$ cat src/spi2gpio_pkg.sv
// ~~~~~~~~~~~~~~~~~~~~~~~~~~~~~~~~~~~~~~~~
// shared widths, register map offsets and request structs
// every port owns a 4-address window, offsets 3 and up read as 0
// ~~~~~~~~~~~~~~~~~~~~~~~~~~~~~~~~~~~~~~~~
package spi2gpio_pkg;

	// one port, one register, one spi byte
	localparam int port_w = 8;
	// 64 register addresses
	localparam int addr_w = 6;

	typedef logic [port_w-1:0] byte_t;
	typedef logic [addr_w-1:0] addr_t;

	// register offsets inside a port window
	localparam addr_t off_oe = 6'd0;
	localparam addr_t off_out = 6'd1;
	localparam addr_t off_in = 6'd2;
	localparam int port_stride = 4;

	// sent during command bytes and right after reset
	localparam byte_t spi_dummy = 8'h5A;

	// command byte layout: bit 7 write, bit 6 unused, bits 5:0 address
	localparam int wr_flag_bit = 7;

	// register write request, strobe is one clk wide
	typedef struct packed {
		logic strobe;
		addr_t addr;
		byte_t data;
	} reg_wr_t;

	// register read request, answered in the same cycle by the banks
	typedef struct packed {
		logic strobe;
		addr_t addr;
	} reg_rd_t;

	// drive of one port, a pin is driven where oe is set
	typedef struct packed {
		byte_t oe;
		byte_t out;
	} gpio_drive_t;

endpackage
$ cat src/spi2gpio.sv
// ~~~~~~~~~~~~~~~~~~~~~~~~~~~~~~~~~~~~~~~~
// spi slave to gpio bridge, no tristate pads inside
// last port is the status led port, resets to 0x80/0x80
// ~~~~~~~~~~~~~~~~~~~~~~~~~~~~~~~~~~~~~~~~
`timescale 1ns/100ps

module spi2gpio #(
	parameter int num_ports = 4
) (
	input logic clk,
	input logic rst_n,
	input logic i_spi_sclk,
	input logic i_spi_cs_n,
	input logic i_spi_mosi,
	input spi2gpio_pkg::byte_t [num_ports-1:0] i_gpio_in,
	output logic o_spi_miso,
	output logic o_spi_miso_en,
	output spi2gpio_pkg::gpio_drive_t [num_ports-1:0] o_gpio
);

	// frontend pulses and levels
	logic sclk_rise;
	logic select;
	logic deselect;
	logic mosi_s;
	// shifter
	logic byte_done;
	spi2gpio_pkg::byte_t rx_byte;
	// controller
	spi2gpio_pkg::reg_wr_t wr_req;
	spi2gpio_pkg::reg_rd_t rd_req;
	logic data_phase;
	// banks and readback
	spi2gpio_pkg::byte_t [num_ports-1:0] bank_data;
	logic [num_ports-1:0] bank_hit;
	spi2gpio_pkg::byte_t tx_byte;
	logic load;

	spi_frontend u_frontend (
		.clk(clk), .rst_n(rst_n),
		.i_sclk(i_spi_sclk), .i_cs_n(i_spi_cs_n), .i_mosi(i_spi_mosi),
		.o_sclk_rise(sclk_rise), .o_select(select), .o_deselect(deselect),
		.o_cs_active(), .o_mosi_s(mosi_s)
	);

	// sclk_rise and select both come gated by chip select
	spi_shifter u_shifter (
		.clk(clk), .rst_n(rst_n),
		.i_sclk_rise(sclk_rise), .i_select(select), .i_mosi_s(mosi_s),
		.i_load(load), .i_tx_byte(tx_byte),
		.o_byte_done(byte_done), .o_rx_byte(rx_byte), .o_miso(o_spi_miso)
	);

	spi_cmd_ctrl u_ctrl (
		.clk(clk), .rst_n(rst_n),
		.i_byte_done(byte_done), .i_rx_byte(rx_byte), .i_deselect(deselect),
		.o_wr_req(wr_req), .o_rd_req(rd_req), .o_data_phase(data_phase)
	);

	for (genvar p = 0; p < num_ports; p++) begin : g_bank
		// status led port comes up driven high on bit 7
		localparam spi2gpio_pkg::byte_t rst_val = (p == num_ports - 1) ? 8'h80 : 8'h00;

		gpio_bank #(.port_index(p), .reset_oe(rst_val), .reset_out(rst_val)) u_bank (
			.clk(clk), .rst_n(rst_n),
			.i_wr_req(wr_req), .i_rd_addr(rd_req.addr), .i_pin_in(i_gpio_in[p]),
			.o_drive(o_gpio[p]), .o_rd_data(bank_data[p]), .o_rd_hit(bank_hit[p])
		);
	end

	gpio_readback #(.num_ports(num_ports)) u_readback (
		.clk(clk), .rst_n(rst_n),
		.i_byte_done(byte_done), .i_rd_req(rd_req), .i_data_phase(data_phase),
		.i_bank_data(bank_data), .i_bank_hit(bank_hit),
		.o_tx_byte(tx_byte), .o_load(load)
	);

	// miso driver enable straight from the pin
	assign o_spi_miso_en = ~i_spi_cs_n;

endmodule

$ cat src/gpio_readback.sv
// ~~~~~~~~~~~~~~~~~~~~~~~~~~~~~~~~~~~~~~~~
// at most one bank hits, no hit reads as 0
// after a write command the previous tx byte is resent
// ~~~~~~~~~~~~~~~~~~~~~~~~~~~~~~~~~~~~~~~~
`timescale 1ns/100ps

module gpio_readback #(
	parameter int num_ports = 4
) (
	input logic clk,
	input logic rst_n,
	input logic i_byte_done,
	input spi2gpio_pkg::reg_rd_t i_rd_req,
	input logic i_data_phase,
	input spi2gpio_pkg::byte_t [num_ports-1:0] i_bank_data,
	input logic [num_ports-1:0] i_bank_hit,
	output spi2gpio_pkg::byte_t o_tx_byte,
	output logic o_load
);

	spi2gpio_pkg::byte_t sel_data;
	spi2gpio_pkg::byte_t tx_byte;
	logic load;

	// and-or mux over the one-hot hits
	always_comb begin
		sel_data = '0;
		for (int p = 0; p < num_ports; p++) begin
			sel_data = sel_data | (i_bank_data[p] & {spi2gpio_pkg::port_w{i_bank_hit[p]}});
		end
	end

	always_ff @(posedge clk or negedge rst_n) begin
		if (!rst_n) begin
			tx_byte <= spi2gpio_pkg::spi_dummy;
			load <= 1'b0;
		end else begin
			// shifter takes tx_byte one cycle later
			load <= i_byte_done;
			if (i_rd_req.strobe)
				tx_byte <= sel_data;
			else if (i_byte_done && i_data_phase)
				tx_byte <= spi2gpio_pkg::spi_dummy;
		end
	end

	assign o_tx_byte = tx_byte;
	assign o_load = load;

endmodule

$ cat src/gpio_bank.sv
// ~~~~~~~~~~~~~~~~~~~~~~~~~~~~~~~~~~~~~~~~
// one 8-bit port at addresses 4*port_index .. +2
// the input register is read only, pins are not synchronized
// ~~~~~~~~~~~~~~~~~~~~~~~~~~~~~~~~~~~~~~~~
`timescale 1ns/100ps

module gpio_bank #(
	parameter int port_index = 0,
	parameter spi2gpio_pkg::byte_t reset_oe = 8'h00,
	parameter spi2gpio_pkg::byte_t reset_out = 8'h00
) (
	input logic clk,
	input logic rst_n,
	input spi2gpio_pkg::reg_wr_t i_wr_req,
	input spi2gpio_pkg::addr_t i_rd_addr,
	input spi2gpio_pkg::byte_t i_pin_in,
	output spi2gpio_pkg::gpio_drive_t o_drive,
	output spi2gpio_pkg::byte_t o_rd_data,
	output logic o_rd_hit
);

	// first address of this port's window
	localparam spi2gpio_pkg::addr_t base =
		spi2gpio_pkg::addr_t'(port_index * spi2gpio_pkg::port_stride);

	spi2gpio_pkg::addr_t wr_off;
	spi2gpio_pkg::addr_t rd_off;
	logic wr_win;
	logic rd_win;
	spi2gpio_pkg::gpio_drive_t drive;

	assign wr_off = i_wr_req.addr - base;
	assign rd_off = i_rd_addr - base;
	assign wr_win = (i_wr_req.addr >= base) && (wr_off < spi2gpio_pkg::port_stride);
	assign rd_win = (i_rd_addr >= base) && (rd_off < spi2gpio_pkg::port_stride);

	always_ff @(posedge clk or negedge rst_n) begin
		if (!rst_n) begin
			drive.oe <= reset_oe;
			drive.out <= reset_out;
		end else if (i_wr_req.strobe && wr_win) begin
			// writes to the input offset fall through
			if (wr_off == spi2gpio_pkg::off_oe)
				drive.oe <= i_wr_req.data;
			else if (wr_off == spi2gpio_pkg::off_out)
				drive.out <= i_wr_req.data;
		end
	end

	assign o_drive = drive;

	always_comb begin
		o_rd_data = '0;
		o_rd_hit = 1'b0;
		if (rd_win) begin
			o_rd_hit = 1'b1;
			case (rd_off)
			spi2gpio_pkg::off_oe: o_rd_data = drive.oe;
			spi2gpio_pkg::off_out: o_rd_data = drive.out;
			spi2gpio_pkg::off_in: o_rd_data = i_pin_in;
			// hole at offset 3
			default: o_rd_hit = 1'b0;
			endcase
		end
	end

endmodule

$ cat src/spi_cmd_ctrl.sv
// ~~~~~~~~~~~~~~~~~~~~~~~~~~~~~~~~~~~~~~~~
// command/data byte pairing, deselect restarts at a command
// read request is combinational in the byte_done cycle
// ~~~~~~~~~~~~~~~~~~~~~~~~~~~~~~~~~~~~~~~~
`timescale 1ns/100ps

module spi_cmd_ctrl (
	input logic clk,
	input logic rst_n,
	input logic i_byte_done,
	input spi2gpio_pkg::byte_t i_rx_byte,
	input logic i_deselect,
	output spi2gpio_pkg::reg_wr_t o_wr_req,
	output spi2gpio_pkg::reg_rd_t o_rd_req,
	output logic o_data_phase
);

	// 0 while waiting for a command byte
	logic data_phase;
	// latched from the command byte
	logic wr_flag;
	spi2gpio_pkg::addr_t wr_addr;
	logic wr_strobe;
	spi2gpio_pkg::byte_t wr_data;

	always_ff @(posedge clk or negedge rst_n) begin
		if (!rst_n) begin
			data_phase <= 1'b0;
			wr_flag <= 1'b0;
			wr_addr <= '0;
			wr_strobe <= 1'b0;
		end else begin
			wr_strobe <= 1'b0;
			if (i_deselect) begin
				data_phase <= 1'b0;
			end else if (i_byte_done) begin
				if (!data_phase) begin
					// command byte
					wr_flag <= i_rx_byte[spi2gpio_pkg::wr_flag_bit];
					wr_addr <= i_rx_byte[spi2gpio_pkg::addr_w-1:0];
					data_phase <= 1'b1;
				end else begin
					// data byte, write only if the command asked for it
					wr_strobe <= wr_flag;
					data_phase <= 1'b0;
				end
			end
		end
	end

	// payload copy, the shifter reloads right after
	always_ff @(posedge clk) begin
		if (i_byte_done && data_phase) begin
			wr_data <= i_rx_byte;
		end
	end

	assign o_wr_req.strobe = wr_strobe;
	assign o_wr_req.addr = wr_addr;
	assign o_wr_req.data = wr_data;

	// read of the address just received, answered before the load
	assign o_rd_req.strobe = i_byte_done & ~data_phase &
		~i_rx_byte[spi2gpio_pkg::wr_flag_bit];
	assign o_rd_req.addr = i_rx_byte[spi2gpio_pkg::addr_w-1:0];

	assign o_data_phase = data_phase;

endmodule

$ cat src/spi_shifter.sv
// ~~~~~~~~~~~~~~~~~~~~~~~~~~~~~~~~~~~~~~~~
// mode 0 byte shifter, msb first in both directions
// one register serves rx and tx, a load overwrites the rx byte
// ~~~~~~~~~~~~~~~~~~~~~~~~~~~~~~~~~~~~~~~~
`timescale 1ns/100ps

module spi_shifter (
	input logic clk,
	input logic rst_n,
	input logic i_sclk_rise,
	input logic i_select,
	input logic i_mosi_s,
	input logic i_load,
	input spi2gpio_pkg::byte_t i_tx_byte,
	output logic o_byte_done,
	output spi2gpio_pkg::byte_t o_rx_byte,
	output logic o_miso
);

	// one-hot bit counter, bit 8 is the overflow
	logic [8:0] bit_cnt;
	spi2gpio_pkg::byte_t shift_r;

	// counter restarts on select, on load and on its own overflow
	always_ff @(posedge clk or negedge rst_n) begin
		if (!rst_n) begin
			bit_cnt <= 9'd1;
		end else if (i_select || i_load || bit_cnt[8]) begin
			bit_cnt <= 9'd1;
		end else if (i_sclk_rise) begin
			bit_cnt <= {bit_cnt[7:0], 1'b0};
		end
	end

	// overflow bit is high for exactly one cycle
	assign o_byte_done = bit_cnt[8];

	always_ff @(posedge clk or negedge rst_n) begin
		if (!rst_n) begin
			// first byte out after reset is the dummy
			shift_r <= spi2gpio_pkg::spi_dummy;
		end else if (i_load) begin
			shift_r <= i_tx_byte;
		end else if (i_sclk_rise) begin
			// mosi enters at lsb, next tx bit moves up to msb
			shift_r <= {shift_r[6:0], i_mosi_s};
		end
	end

	// valid in the byte_done cycle and the one after
	assign o_rx_byte = shift_r;
	// msb changes after a rising edge, master samples before the next
	assign o_miso = shift_r[7];

endmodule

$ cat src/spi_frontend.sv
// ~~~~~~~~~~~~~~~~~~~~~~~~~~~~~~~~~~~~~~~~
// spi pins brought into clk, one flop each plus one for edges
// sclk needs a half period of at least 4 clk cycles
// ~~~~~~~~~~~~~~~~~~~~~~~~~~~~~~~~~~~~~~~~
`timescale 1ns/100ps

module spi_frontend (
	input logic clk,
	input logic rst_n,
	input logic i_sclk,
	input logic i_cs_n,
	input logic i_mosi,
	output logic o_sclk_rise,
	output logic o_select,
	output logic o_deselect,
	output logic o_cs_active,
	output logic o_mosi_s
);

	// first stage, sampled pins
	logic sclk_r;
	logic cs_n_r;
	logic mosi_r;
	// second stage, previous samples for edge detect
	logic sclk_l;
	logic cs_n_l;

	always_ff @(posedge clk or negedge rst_n) begin
		if (!rst_n) begin
			sclk_r <= 1'b0;
			cs_n_r <= 1'b1;
			mosi_r <= 1'b0;
			sclk_l <= 1'b0;
			cs_n_l <= 1'b1;
		end else begin
			sclk_r <= i_sclk;
			cs_n_r <= i_cs_n;
			mosi_r <= i_mosi;
			sclk_l <= sclk_r;
			cs_n_l <= cs_n_r;
		end
	end

	// rising sclk only counts while selected
	assign o_sclk_rise = sclk_r & ~sclk_l & ~cs_n_r;
	// cs falling edge, start of a transaction
	assign o_select = ~cs_n_r & cs_n_l;
	// cs rising edge, back to command phase
	assign o_deselect = cs_n_r & ~cs_n_l;
	assign o_cs_active = ~cs_n_r;
	assign o_mosi_s = mosi_r;

endmodule

$ cat config.mk
export PLATFORM = sky130hd
export DESIGN_NAME = spi2gpio
export DESIGN_NICKNAME = d
export VERILOG_FILES = /design/src/spi2gpio_pkg.sv /design/src/spi2gpio.sv /design/src/gpio_readback.sv /design/src/gpio_bank.sv /design/src/spi_cmd_ctrl.sv /design/src/spi_shifter.sv /design/src/spi_frontend.sv
export SDC_FILE = /design/constraint.sdc
export NUM_CORES = 1
export LEC_CHECK = 0
export BUFFER_PORTS_ARGS = -buffer_cell sky130_fd_sc_hd__buf_4
export CAP_MARGIN = 20
export CORE_MARGIN = 2
export CORE_UTILIZATION = 55
export DETAILED_ROUTE_END_ITERATION = 8
export PLACE_DENSITY = 0.91
export SYNTH_ARGS = -nofsm -noshare
export SYNTH_HDL_FRONTEND = slang
export SYNTH_SLANG_ARGS = --single-unit
export TNS_END_PERCENT = 30
$ cat constraint.sdc
create_clock -name clk -period 2.2 [get_ports clk]
set_input_delay 0 -clock clk [delete_from_list [all_inputs] [get_ports clk]]
set_output_delay 0 -clock clk [all_outputs]
set_load 0.1 [all_outputs]
# After elaboration in Yosys (flattened, before gate mapping)
# Index checks and enable logic that the tools add are counted.
[totals] word_cells=148 input_bits=37 reg_bits=112
[op_classes] order_cmp=16 n_reduce_logical=40 mux=28 add_sub_neg=6 bitwise_logic=24 n_eq_ne=12
[op_table] cell="case mux 8 bit (3 select lines)" n=4
[op_table] cell="two-way mux 8 bit" n=8
[op_table] cell="equality test 6 x 1 -> 1 bit (second input constant)" n=8
[op_table] cell="zero test 6 bit" n=8
[op_table] cell="< comparator 6 x 3 -> 1 bit (second input constant)" n=8
[op_table] cell="bitwise AND 8 bit" n=4
[op_table] cell="equality test 6 x 2 -> 1 bit (second input constant)" n=4
[op_table] cell=">= comparator 6 x 4 -> 1 bit (second input constant)" n=4
[op_table] cell="OR 8 bit" n=3
[op_table] cell="subtractor 6 x 4 -> 6 bit (second input constant)" n=4
[op_table] cell="two-way mux 9 bit" n=2
[op_table] cell="AND reduction 3 bit" n=5
[op_table] cell="two-way mux 1 bit" n=14
[op_table] cell="logical AND 1 bit" n=13
[op_table] cell=">= comparator 6 x 1 -> 1 bit (second input constant)" n=2
[op_table] cell=">= comparator 6 x 3 -> 1 bit (second input constant)" n=2
[op_table] cell="OR reduction 3 bit" n=4
[op_table] cell="subtractor 6 x 3 -> 6 bit (second input constant)" n=2
[op_table] cell="NOT 1 bit" n=11
[op_table] cell="AND reduction 2 bit" n=4
[op_table] cell="nonzero test 2 bit" n=4
[op_table] cell="bitwise AND 1 bit" n=6
[op_table] cell="logical OR 1 bit" n=2

# Longest topological paths before layout
# Gate-level depths: netlist (run 1).
[depth] word_depth=10 depth_mapped=7

# Cells and area by module
# From an unflattened synthesis (run 1), not the netlist that was laid out.
[hier_totals] hier_cells=468 area_unflattened_um2=5664.2
[by_module_without_submodules] module="gpio_bank at g_bank[2].u_bank" area_per_inst_um2=974.7 seq_area_each_um2=400.4 n_inst=1 cells_each=82
[by_module_without_submodules] module="gpio_bank at g_bank[3].u_bank" area_per_inst_um2=892.1 seq_area_each_um2=402.9 n_inst=1 cells_each=75
[by_module_without_submodules] module="gpio_bank at g_bank[1].u_bank" area_per_inst_um2=873.3 seq_area_each_um2=400.4 n_inst=1 cells_each=75
[by_module_without_submodules] module="gpio_bank at g_bank[0].u_bank" area_per_inst_um2=859.6 seq_area_each_um2=400.4 n_inst=1 cells_each=75
[by_module_without_submodules] module="spi_shifter" area_per_inst_um2=758.2 seq_area_each_um2=431.7 n_inst=1 cells_each=66
[by_module_without_submodules] module="spi_cmd_ctrl" area_per_inst_um2=651.9 seq_area_each_um2=465.4 n_inst=1 cells_each=37
[by_module_without_submodules] module="gpio_readback" area_per_inst_um2=491.7 seq_area_each_um2=230.2 n_inst=1 cells_each=48
[by_module_without_submodules] module="spi_frontend" area_per_inst_um2=158.9 seq_area_each_um2=127.6 n_inst=1 cells_each=9
[by_module_without_submodules] module="spi2gpio" area_per_inst_um2=3.8 seq_area_each_um2=0.0 n_inst=1 cells_each=1

# Least setup slack after synthesis (run 1)
# OpenSTA, ideal clock, no wires.
[synth_path] path_kind="register to register" startpoint="reg u_ctrl.wr_addr[3]" endpoint="reg g_bank[2].u_bank.drive, in the netlist g_bank[2].u_bank.o_drive[10]" arrival_ns=1.883 period_less_slack_ns=2.008 required_ns=2.074 path_slack_ns=0.192 path_stages_with_launch=7 path_cell_list="dfrtp_1 -> inv_1 -> ha_1 -> nand2_1 -> or4_4 -> nor3_4 -> mux2_2"
[synth_via] elab_chain_cells=5
[synth_rtl] element="start: declaration" line="spi_cmd_ctrl.sv:22" source="spi2gpio_pkg::addr_t wr_addr;"
[synth_rtl] element="start signal: assignment" line="spi_cmd_ctrl.sv:40" source="wr_addr <= i_rx_byte[spi2gpio_pkg::addr_w-1:0];"
[synth_rtl] element="subtractor 6 x 4 -> 6 bit" line="gpio_bank.sv:32" source="assign wr_off = i_wr_req.addr - base;"
[synth_rtl] element="< comparator 6 x 3 -> 1 bit" line="gpio_bank.sv:34" source="assign wr_win = (i_wr_req.addr >= base) && (wr_off < spi2gpio_pkg::port_stride);"
[synth_rtl] element="logical AND 1 bit" line="gpio_bank.sv:34"
[synth_rtl] element="logical AND 1 bit" line="gpio_bank.sv:41" source="end else if (i_wr_req.strobe && wr_win) begin"
[synth_rtl] element="AND reduction 2 bit (no line) (*)"
[synth_rtl] element="end: declaration" line="gpio_bank.sv:30" source="spi2gpio_pkg::gpio_drive_t drive;"
# Every way passes the cells marked *; elsewhere a longest branch is shown, timed or not.
# A chain may end at the register's enable or synchronous reset.

# Worst setup path in the final report (run 1)
[layout_path] startpoint="reg u_ctrl.wr_addr[3]" endpoint="reg g_bank[2].u_bank.drive, in the netlist g_bank[2].u_bank.o_drive[15]"
# Same word-level chain as after synthesis.

==> results of run 1 <==
## flip-flops by register name, indices dropped and copies added, names as in the netlist
signal and cells:
g_bank.u_bank.o_drive 64, u_ctrl.o_data_phase 1, u_ctrl.wr_addr 6, u_ctrl.wr_data 8, u_ctrl.wr_flag 1, u_ctrl.wr_strobe 1
u_frontend.cs_n_l 1, u_frontend.cs_n_r 1, u_frontend.o_mosi_s 1, u_frontend.sclk_l 1, u_frontend.sclk_r 1, u_readback.o_load 1
u_readback.o_tx_byte 8, u_shifter.bit_cnt 9, u_shifter.o_rx_byte 8
## cell type report
| class | instances | area [um2] |
|---|---|---|
| Clock buffer | 11 | 151 |
| Sequential cell | 112 | 2860 |
| Timing Repair Buffer | 126 | 1010 |
| Fill cell | 669 | 2730 |
| Inverter | 10 | 37.5 |
| Multi-Input combinational cell | 285 | 2300 |
| Clock inverter | 5 | 37.5 |
| Tap cell | 129 | 161 |
## through the flow
stage / setup WS [ps] / util / instances / hold WS, ps / instance area (um2)
finish: 115 / 0.706 / 678 / 46.8 / 6550
global route: 25.3 / 0.706 / 678 / 35.2 / 6550
CTS: 96.9 / 0.705 / 677 / 22.8 / 6550
detailed placement: 114 / 0.680 / 657 / 52.8 / 6320
global placement: 168 / 0.680 / 657 / 36.2 / 6320
floorplan: 192 / - / 425 / -296 / 5270
## kinds of logic (layout without fill, tap and decap cells)
group                      after synthesis  after routing
adders and majority gates                6              6
DFF                                    112            112
and+or+nand+nor                         86             86
xor gates and xnor gates                 7              7
AOI/OAI and AO/OA                       78             78
buffers and inverters                   28            152
muxes                                  108            108
## synth_stat cells (all sizes together)
library cell  instances
a21boi                1
a21o                  1
a21oi                20
a221oi                5
a22oi                 3
a31oi                 8
a32oi                 4
and3                  2
buf                   8
clkbuf               10
dfrtp                91
dfstp                13
edfxtp                8
ha                    6
inv                  10
mux2                 69
mux2i                39
nand2                30
nand2b                1
nand3                 7
nand3b               11
nand4                 1
nand4bb               1
nor2                 14
nor2b                 4
nor3                  8
nor3b                 3
nor4                  1
o21ai                18
o2bb2ai              18
or3b                  2
or4                   1
xnor2                 4
xor2                  3
## metal layers
| layer | vias to the layer above | track usage | wire length [um] |
|---|---|---|---|
| met4 | 0 | 0.124 | 500 |
| met2 | 204 | 0.446 | 6930 |
| met5 | - | 0.0192 | 0 |
| li1 | 1797 | - | - |
| met3 | 49 | 0.0732 | 1210 |
| met1 | 1992 | 0.365 | 5530 |
## worst min path at each step
stage | slack (ps) | to | start
6_report | 50 | u_readback.o_tx_byte[7] | i_gpio_in[31]
5_1_grt | 40 | u_readback.o_tx_byte[7] | i_gpio_in[31]
4_1_cts | 20 | u_readback.o_tx_byte[7] | i_gpio_in[31]
3_5_place_dp | 50 | g_bank[0].u_bank.o_drive[8] | rst_n
3_3_place_gp | 40 | g_bank[0].u_bank.o_drive[8] | rst_n
2_1_floorplan | -300 | g_bank[0].u_bank.o_drive[0] | rst_n
## report_power, final
group          internal, mW  total (mW)  switching (mW)
clock                 0.482        1.19           0.711
sequential             2.17        2.26          0.0855
combinational         0.425        1.04           0.618
## critical path, delay by kind of cell (launching register included)
family	cells	cell delay [ps]
adder cells (fa/ha/maj)	1	290
buffers and inverters	2	250
AND/OR/NAND/NOR	3	720
multiplexers	1	340
flip-flops	1	370
## what timing repair did
action	in CTS	in global routing
setup endpoints to repair	0	2
setup buffers	0	1
hold buffers	4	0
endpoints found under the hold margin	48	0
==> PnR_summary.wiki, run 1 <==
{| class="wikitable"
! Metric !! Value
|-
| Mean post-synth cell area || 12.4 um2
|-
| Register-to-register path setup slack || 110 ps
|-
| Complex-gate fraction of the synthesized area || 0.0975
|-
| Static leakage || 3.15 nW
|-
| Cell area power density || 686 nW/um2
|-
| Main combinational cell family by area after synthesis || multiplexers
|-
| CTS Buffer Depth || 2
|-
| Arr. time, crit path || 2350 ps
|-
| Cell depth of the worst min-delay path || 3
|-
| RR Startpoint || u_ctrl.wr_addr[3]
|-
| Endpoint of the most critical register-to-register path || g_bank[2].u_bank.o_drive[15]
|-
| Run status || completed
|-
| Cell taking the most area after synthesis || sky130_fd_sc_hd__dfrtp_1
|-
| Site row count || 35
|-
| Fraction of layout instances using a drive strength above 1 || 0.419
|-
| Number of top-level pins || 103
|-
| DIE AREA || 10400 um2
|-
| Worst slew slack as a fraction of its limit || 0.581
|-
| Total power || 4.50 mW
|-
| Number of distinct library cells after synthesis || 42
|-
| Kind of capture point of the worst setup path || register
|-
| Layout Area Growth over Synthesis || 24.3%
|-
| Vias per inst || 5.96
|-
| Final Max Tran Viols || 0
|-
| Global route overflow || 0
|-
| Post-synthesis cell area || 5270 um2
|-
| Initial Util || 0.568
|-
| Library cell used as clock root buffer || sky130_fd_sc_hd__clkbuf_8
|-
| Clock buffers created by TritonCTS || 9
|-
| Initial detailed-routing violation count || 365
|-
| Number of warnings reported in the yosys synthesis log || 0
|-
| IO Port Bufs || 102
|-
| Number of antenna violations at the first check in global routing || 0
|-
| Clock tree from TritonCTS || done
|-
| Final period demand of the worst path || 2090 ps
|-
| Top area cells in the synthesized netlist || sky130_fd_sc_hd__dfrtp_1 43%, sky130_fd_sc_hd__mux2_2 15%, sky130_fd_sc_hd__mux2i_1 7.4%
|-
| Required time of the critical path || 2460 ps
|-
| Clock transition at the registers of the reported paths || 100 ps
|-
| Most frequent standard cell in the layout excluding fill and tap cells || sky130_fd_sc_hd__buf_4
|-
| Number of iterations in the first detailed-routing pass || 6
|-
| Largest fanout on the critical path || 8
|-
| Die Width || 102 um
|-
| Via Count || 4042
|-
| Count of inserted antenna diode cells || 0
|-
| Final sum of negative setup slack || 0 ps
|-
| Average detailed-routed wire length per instance || 20.9 um
|-
| Post-detail-place hpwl || 10500 um
|-
| Xor and xnor area share after synthesis || 0.0116
|-
| Synthesized-area fraction occupied by adder cells || 0.0142
|-
| Fraction of post-synthesis cell area in the top cell type by area || 0.432
|-
| Count of state elements after synthesis || 112
|-
| Final number of setup-violating endpoints || 0
|-
| Post-synthesis cell count || 425
|-
| Worst setup path startpoint || u_ctrl.wr_addr[3]
|-
| Post-synthesis net count || 468
|-
| Placeable core area || 9280 um2
|-
| Reported max-cap violation count || 0
|-
| Min-delay worst type || primary input to register
|-
| Clock latency at the later pin of the worst-skew pair || 380 ps
|-
| Worst path cell trace || inv_1, ha_1, nand2_1, or4_4, nor3_4, buf_12, mux2_2
|-
| Number of H-tree branching levels || 3
|-
| Die span in y || 102 um
|-
| RSZ-0062 raised after global routing || false
|-
| Worst setup path end || g_bank[2].u_bank.o_drive[15]
|-
| CP Launch Type || register
|-
| GR Util All Layers || 0.281
|-
| Leading cell types in the layout, fill and taps excluded || 118 x sky130_fd_sc_hd__buf_4, 91 x sky130_fd_sc_hd__dfrtp_1, 69 x sky130_fd_sc_hd__mux2_2
|-
| Endpoints failing hold || 0
|-
| Share of cell area taken by muxes after synthesis || 0.221
|-
| Number of remaining DRC errors || 0
|-
| Worst-case vdd ir drop || 0.459 mV
|-
| Largest net degree at the start of global routing || 58
|-
| Slew at the pin closest to its max-slew limit || 628 ps
|-
| Share of the yosys chip area belonging to registers || 0.542
|-
| Peak clock frequency supported by timing || 480 MHz
|-
| Crit share post-route || 0.948
|-
| Number of gates resized after CTS || 0
|-
| # nets final || 587
|-
| Wire length of the first global-routing pass || 21400 um
|-
| Antenna-violating nets left || 0
|-
| Peak per-stage delay on the critical path || 500 ps
|-
| CP Class || register to register
|-
| Slowest cell on the critical path || sky130_fd_sc_hd__or4_4
|-
| Vias in the first global route || 3968
|-
| TritonCTS sink count || 112
|-
| Routed Wire Length || 14200 um
|-
| Worst r2r path cells || 7
|-
| Maximum clock skew at final layout || 14.0 ps
|-
| Final weighted congestion of routability-driven global placement || 1.00
|-
| Simple-gate share of the synthesized area || 0.0916
|}
No activity file was read; power rests on OpenSTA's default activity.
==> inputs of run 2 (changes only) <==
Settings changed: CELL_PAD_IN_SITES_DETAIL_PLACEMENT set to 2, CELL_PAD_IN_SITES_GLOBAL_PLACEMENT set to 2, CORE_UTILIZATION 55 to 37.
==> run 2 against run 1 <==
Final cell count grew 8.3%. Cell area grew 3.3%. Sequential cell count is the same. Via count grew 4.8%. Count of clock-buffer cells in the layout shrank 1. Critical path depth is the same. Global-route usage shrank 0.63 points. Clock power grew 42%. Power grew 14%. Wire length grew 42%. Die area grew 47%. Worst setup slack lost 51 ps. Critical endpoint is now g_bank[2].u_bank.o_drive[11]. Largest cell class unchanged.
==> PnR_summary.wiki, run 2 (synthesis results as in run 1) <==
{| class="wikitable"
! Metric !! Value
|-
| Cell area power density || 759 nW/um2
|-
| Reported max-cap violation count || 0
|-
| Routed Wire Length || 20100 um
|-
| Endpoint of the most critical register-to-register path || g_bank[2].u_bank.o_drive[11]
|-
| Clock latency at the later pin of the worst-skew pair || 370 ps
|-
| Number of iterations in the first detailed-routing pass || 4
|-
| Clock transition at the registers of the reported paths || 80 ps
|-
| Vias in the first global route || 4841
|-
| DIE AREA || 15200 um2
|-
| Final Max Tran Viols || 0
|-
| Area of all sequential standard cells || 2860 um2
|-
| Initial detailed-routing violation count || 200
|-
| Peak clock frequency supported by timing || 468 MHz
|-
| # nets final || 592
|-
| Required time of the critical path || 2450 ps
|-
| Final number of setup-violating endpoints || 0
|-
| Total power || 5.14 mW
|-
| Final core area utilization || 0.488
|-
| Non-filler instance count after layout || 734
|-
| Largest net degree at the start of global routing || 55
|-
| Die Width || 123 um
|-
| RSZ-0062 raised after global routing || false
|-
| Wire length of the first global-routing pass || 29900 um
|-
| Average detailed-routed wire length per instance || 27.4 um
|-
| Number of H-tree branching levels || 3
|-
| Post-detail-place hpwl || 14400 um
|-
| Clock buffers created by TritonCTS || 9
|-
| Cell depth of the worst min-delay path || 3
|-
| Layout Area Growth over Synthesis || 28.4%
|-
| Largest fanout on the critical path || 8
|-
| GR Util All Layers || 0.274
|-
| Antenna-violating nets left || 0
|-
| Most frequent standard cell in the layout excluding fill and tap cells || sky130_fd_sc_hd__buf_4
|-
| Worst slew slack as a fraction of its limit || 0.352
|-
| Placeable core area || 13900 um2
|-
| Final period demand of the worst path || 2140 ps
|-
| Global route overflow || 0
|-
| Min-delay worst type || primary input to register
|-
| CP Class || register to register
|-
| Setup WS post-layout || 64.0 ps
|-
| IO Port Bufs || 102
|-
| Run status || completed
|-
| Slew at the pin closest to its max-slew limit || 964 ps
|-
| Endpoints failing hold || 0
|-
| Number of remaining DRC errors || 0
|-
| Kind of capture point of the worst setup path || register
|-
| CTS Buffer Depth || 2
|-
| Hold Startpoint || i_gpio_in[31]
|-
| Static leakage || 3.22 nW
|-
| Setup slack after placement || -113 ps
|-
| Library cell used as clock root buffer || sky130_fd_sc_hd__clkbuf_16
|-
| Die span in y || 123 um
|-
| Filler instances || 1403
|-
| Fraction of layout instances using a drive strength above 1 || 0.431
|-
| Clock tree from TritonCTS || done
|-
| RR Startpoint || u_ctrl.wr_addr[3]
|-
| Final sum of negative setup slack || 0 ps
|-
| Crit share post-route || 0.971
|-
| Number of antenna violations at the first check in global routing || 0
|-
| Area occupied by multi-input gates || 2310 um2
|-
| Hold endpoint || u_readback.o_tx_byte[7]
|-
| Leading cell types in the layout, fill and taps excluded || 123 x sky130_fd_sc_hd__buf_4, 91 x sky130_fd_sc_hd__dfrtp_1, 69 x sky130_fd_sc_hd__mux2_2
|-
| CP Launch Type || register
|-
| Number of top-level pins || 103
|-
| Cells after DPL || 711
|-
| Maximum clock skew at final layout || 15.8 ps
|-
| Initial Util || 0.380
|-
| TritonCTS sink count || 112
|-
| Site row count || 43
|-
| Count of inserted antenna diode cells || 0
|-
| Via Count || 4235
|-
| Arr. time, crit path || 2380 ps
|-
| Final weighted congestion of routability-driven global placement || 0.929
|-
| Vias per inst || 5.77
|-
| Worst-case vdd ir drop || 0.370 mV
|-
| Register-to-register path setup slack || 60 ps
|-
| Worst r2r path cells || 7
|-
| Largest register FFs || 64
|}
-- run 2: per-layer routing --
metal / GRT usage / share of wire / wire length [um] / vias up
li1: - / - / - / 1807
met1: 0.301 / 0.38 / 7590 / 2187
met2: 0.493 / 0.52 / 10400 / 175
met3: 0.0530 / 0.049 / 975 / 66
met4: 0.156 / 0.056 / 1120 / 0
met5: 0 / 0 / 0 / -
-- run 2: power breakdown --
| part | switching, mW | total (mW) | internal, mW |
|---|---|---|---|
| Sequential | 0.111 | 2.28 | 2.17 |
| Combinational | 0.713 | 1.16 | 0.447 |
| Clock | 0.840 | 1.69 | 0.852 |
-- run 2: worst max-delay path by stage --
stage                 startpoint                            to  depth (start not counted)
2_1_floorplan  u_ctrl.wr_addr[3]  g_bank[2].u_bank.o_drive[10]                          6
3_3_place_gp   u_ctrl.wr_addr[3]  g_bank[2].u_bank.o_drive[12]                          6
3_5_place_dp   u_ctrl.wr_addr[3]   g_bank[2].u_bank.o_drive[8]                          6
4_1_cts        u_ctrl.wr_addr[3]  g_bank[2].u_bank.o_drive[11]                          7
5_1_grt        u_ctrl.wr_addr[3]  g_bank[1].u_bank.o_drive[13]                          5
6_report       u_ctrl.wr_addr[3]  g_bank[2].u_bank.o_drive[11]                          7
-- run 2: per-stage QoR --
step,cell area [um2],hold slack [ps]
6_report,6770,58.2
5_1_grt,6770,90.8
4_1_cts,6760,55.6
3_5_place_dp,6390,85.8
3_3_place_gp,6390,80.9
2_1_floorplan,5270,-296
-- run 2: timing repair --
action | 4_1_cts | 5_1_grt
buffers inserted | 3 | 0
setup endpoints to repair | 10 | 23
hold buffers | 4 | 0
pin swaps | 1 | 1
resized for setup | 0 | 4
hold endpoints to repair | 49 | 0
-- run 2: cell type report --
type                    count  share of cell area
repair buffers            131               0.154
inverters                  10             0.00555
well taps                 180              0.0333
clock buffers              10              0.0370
flip-flops and latches    112               0.422
clock inverters             6             0.00702
multi-input cells         285               0.341
-- run 2: critical path, cell delays in order, from the launching register on --
cell and delay [ps]:
sky130_fd_sc_hd__dfrtp_1 380, sky130_fd_sc_hd__inv_2 70, sky130_fd_sc_hd__ha_1 280, sky130_fd_sc_hd__nand2_1 60, sky130_fd_sc_hd__or4_4 520, sky130_fd_sc_hd__nor3_4 180
sky130_fd_sc_hd__buf_12 160, sky130_fd_sc_hd__mux2_2 360
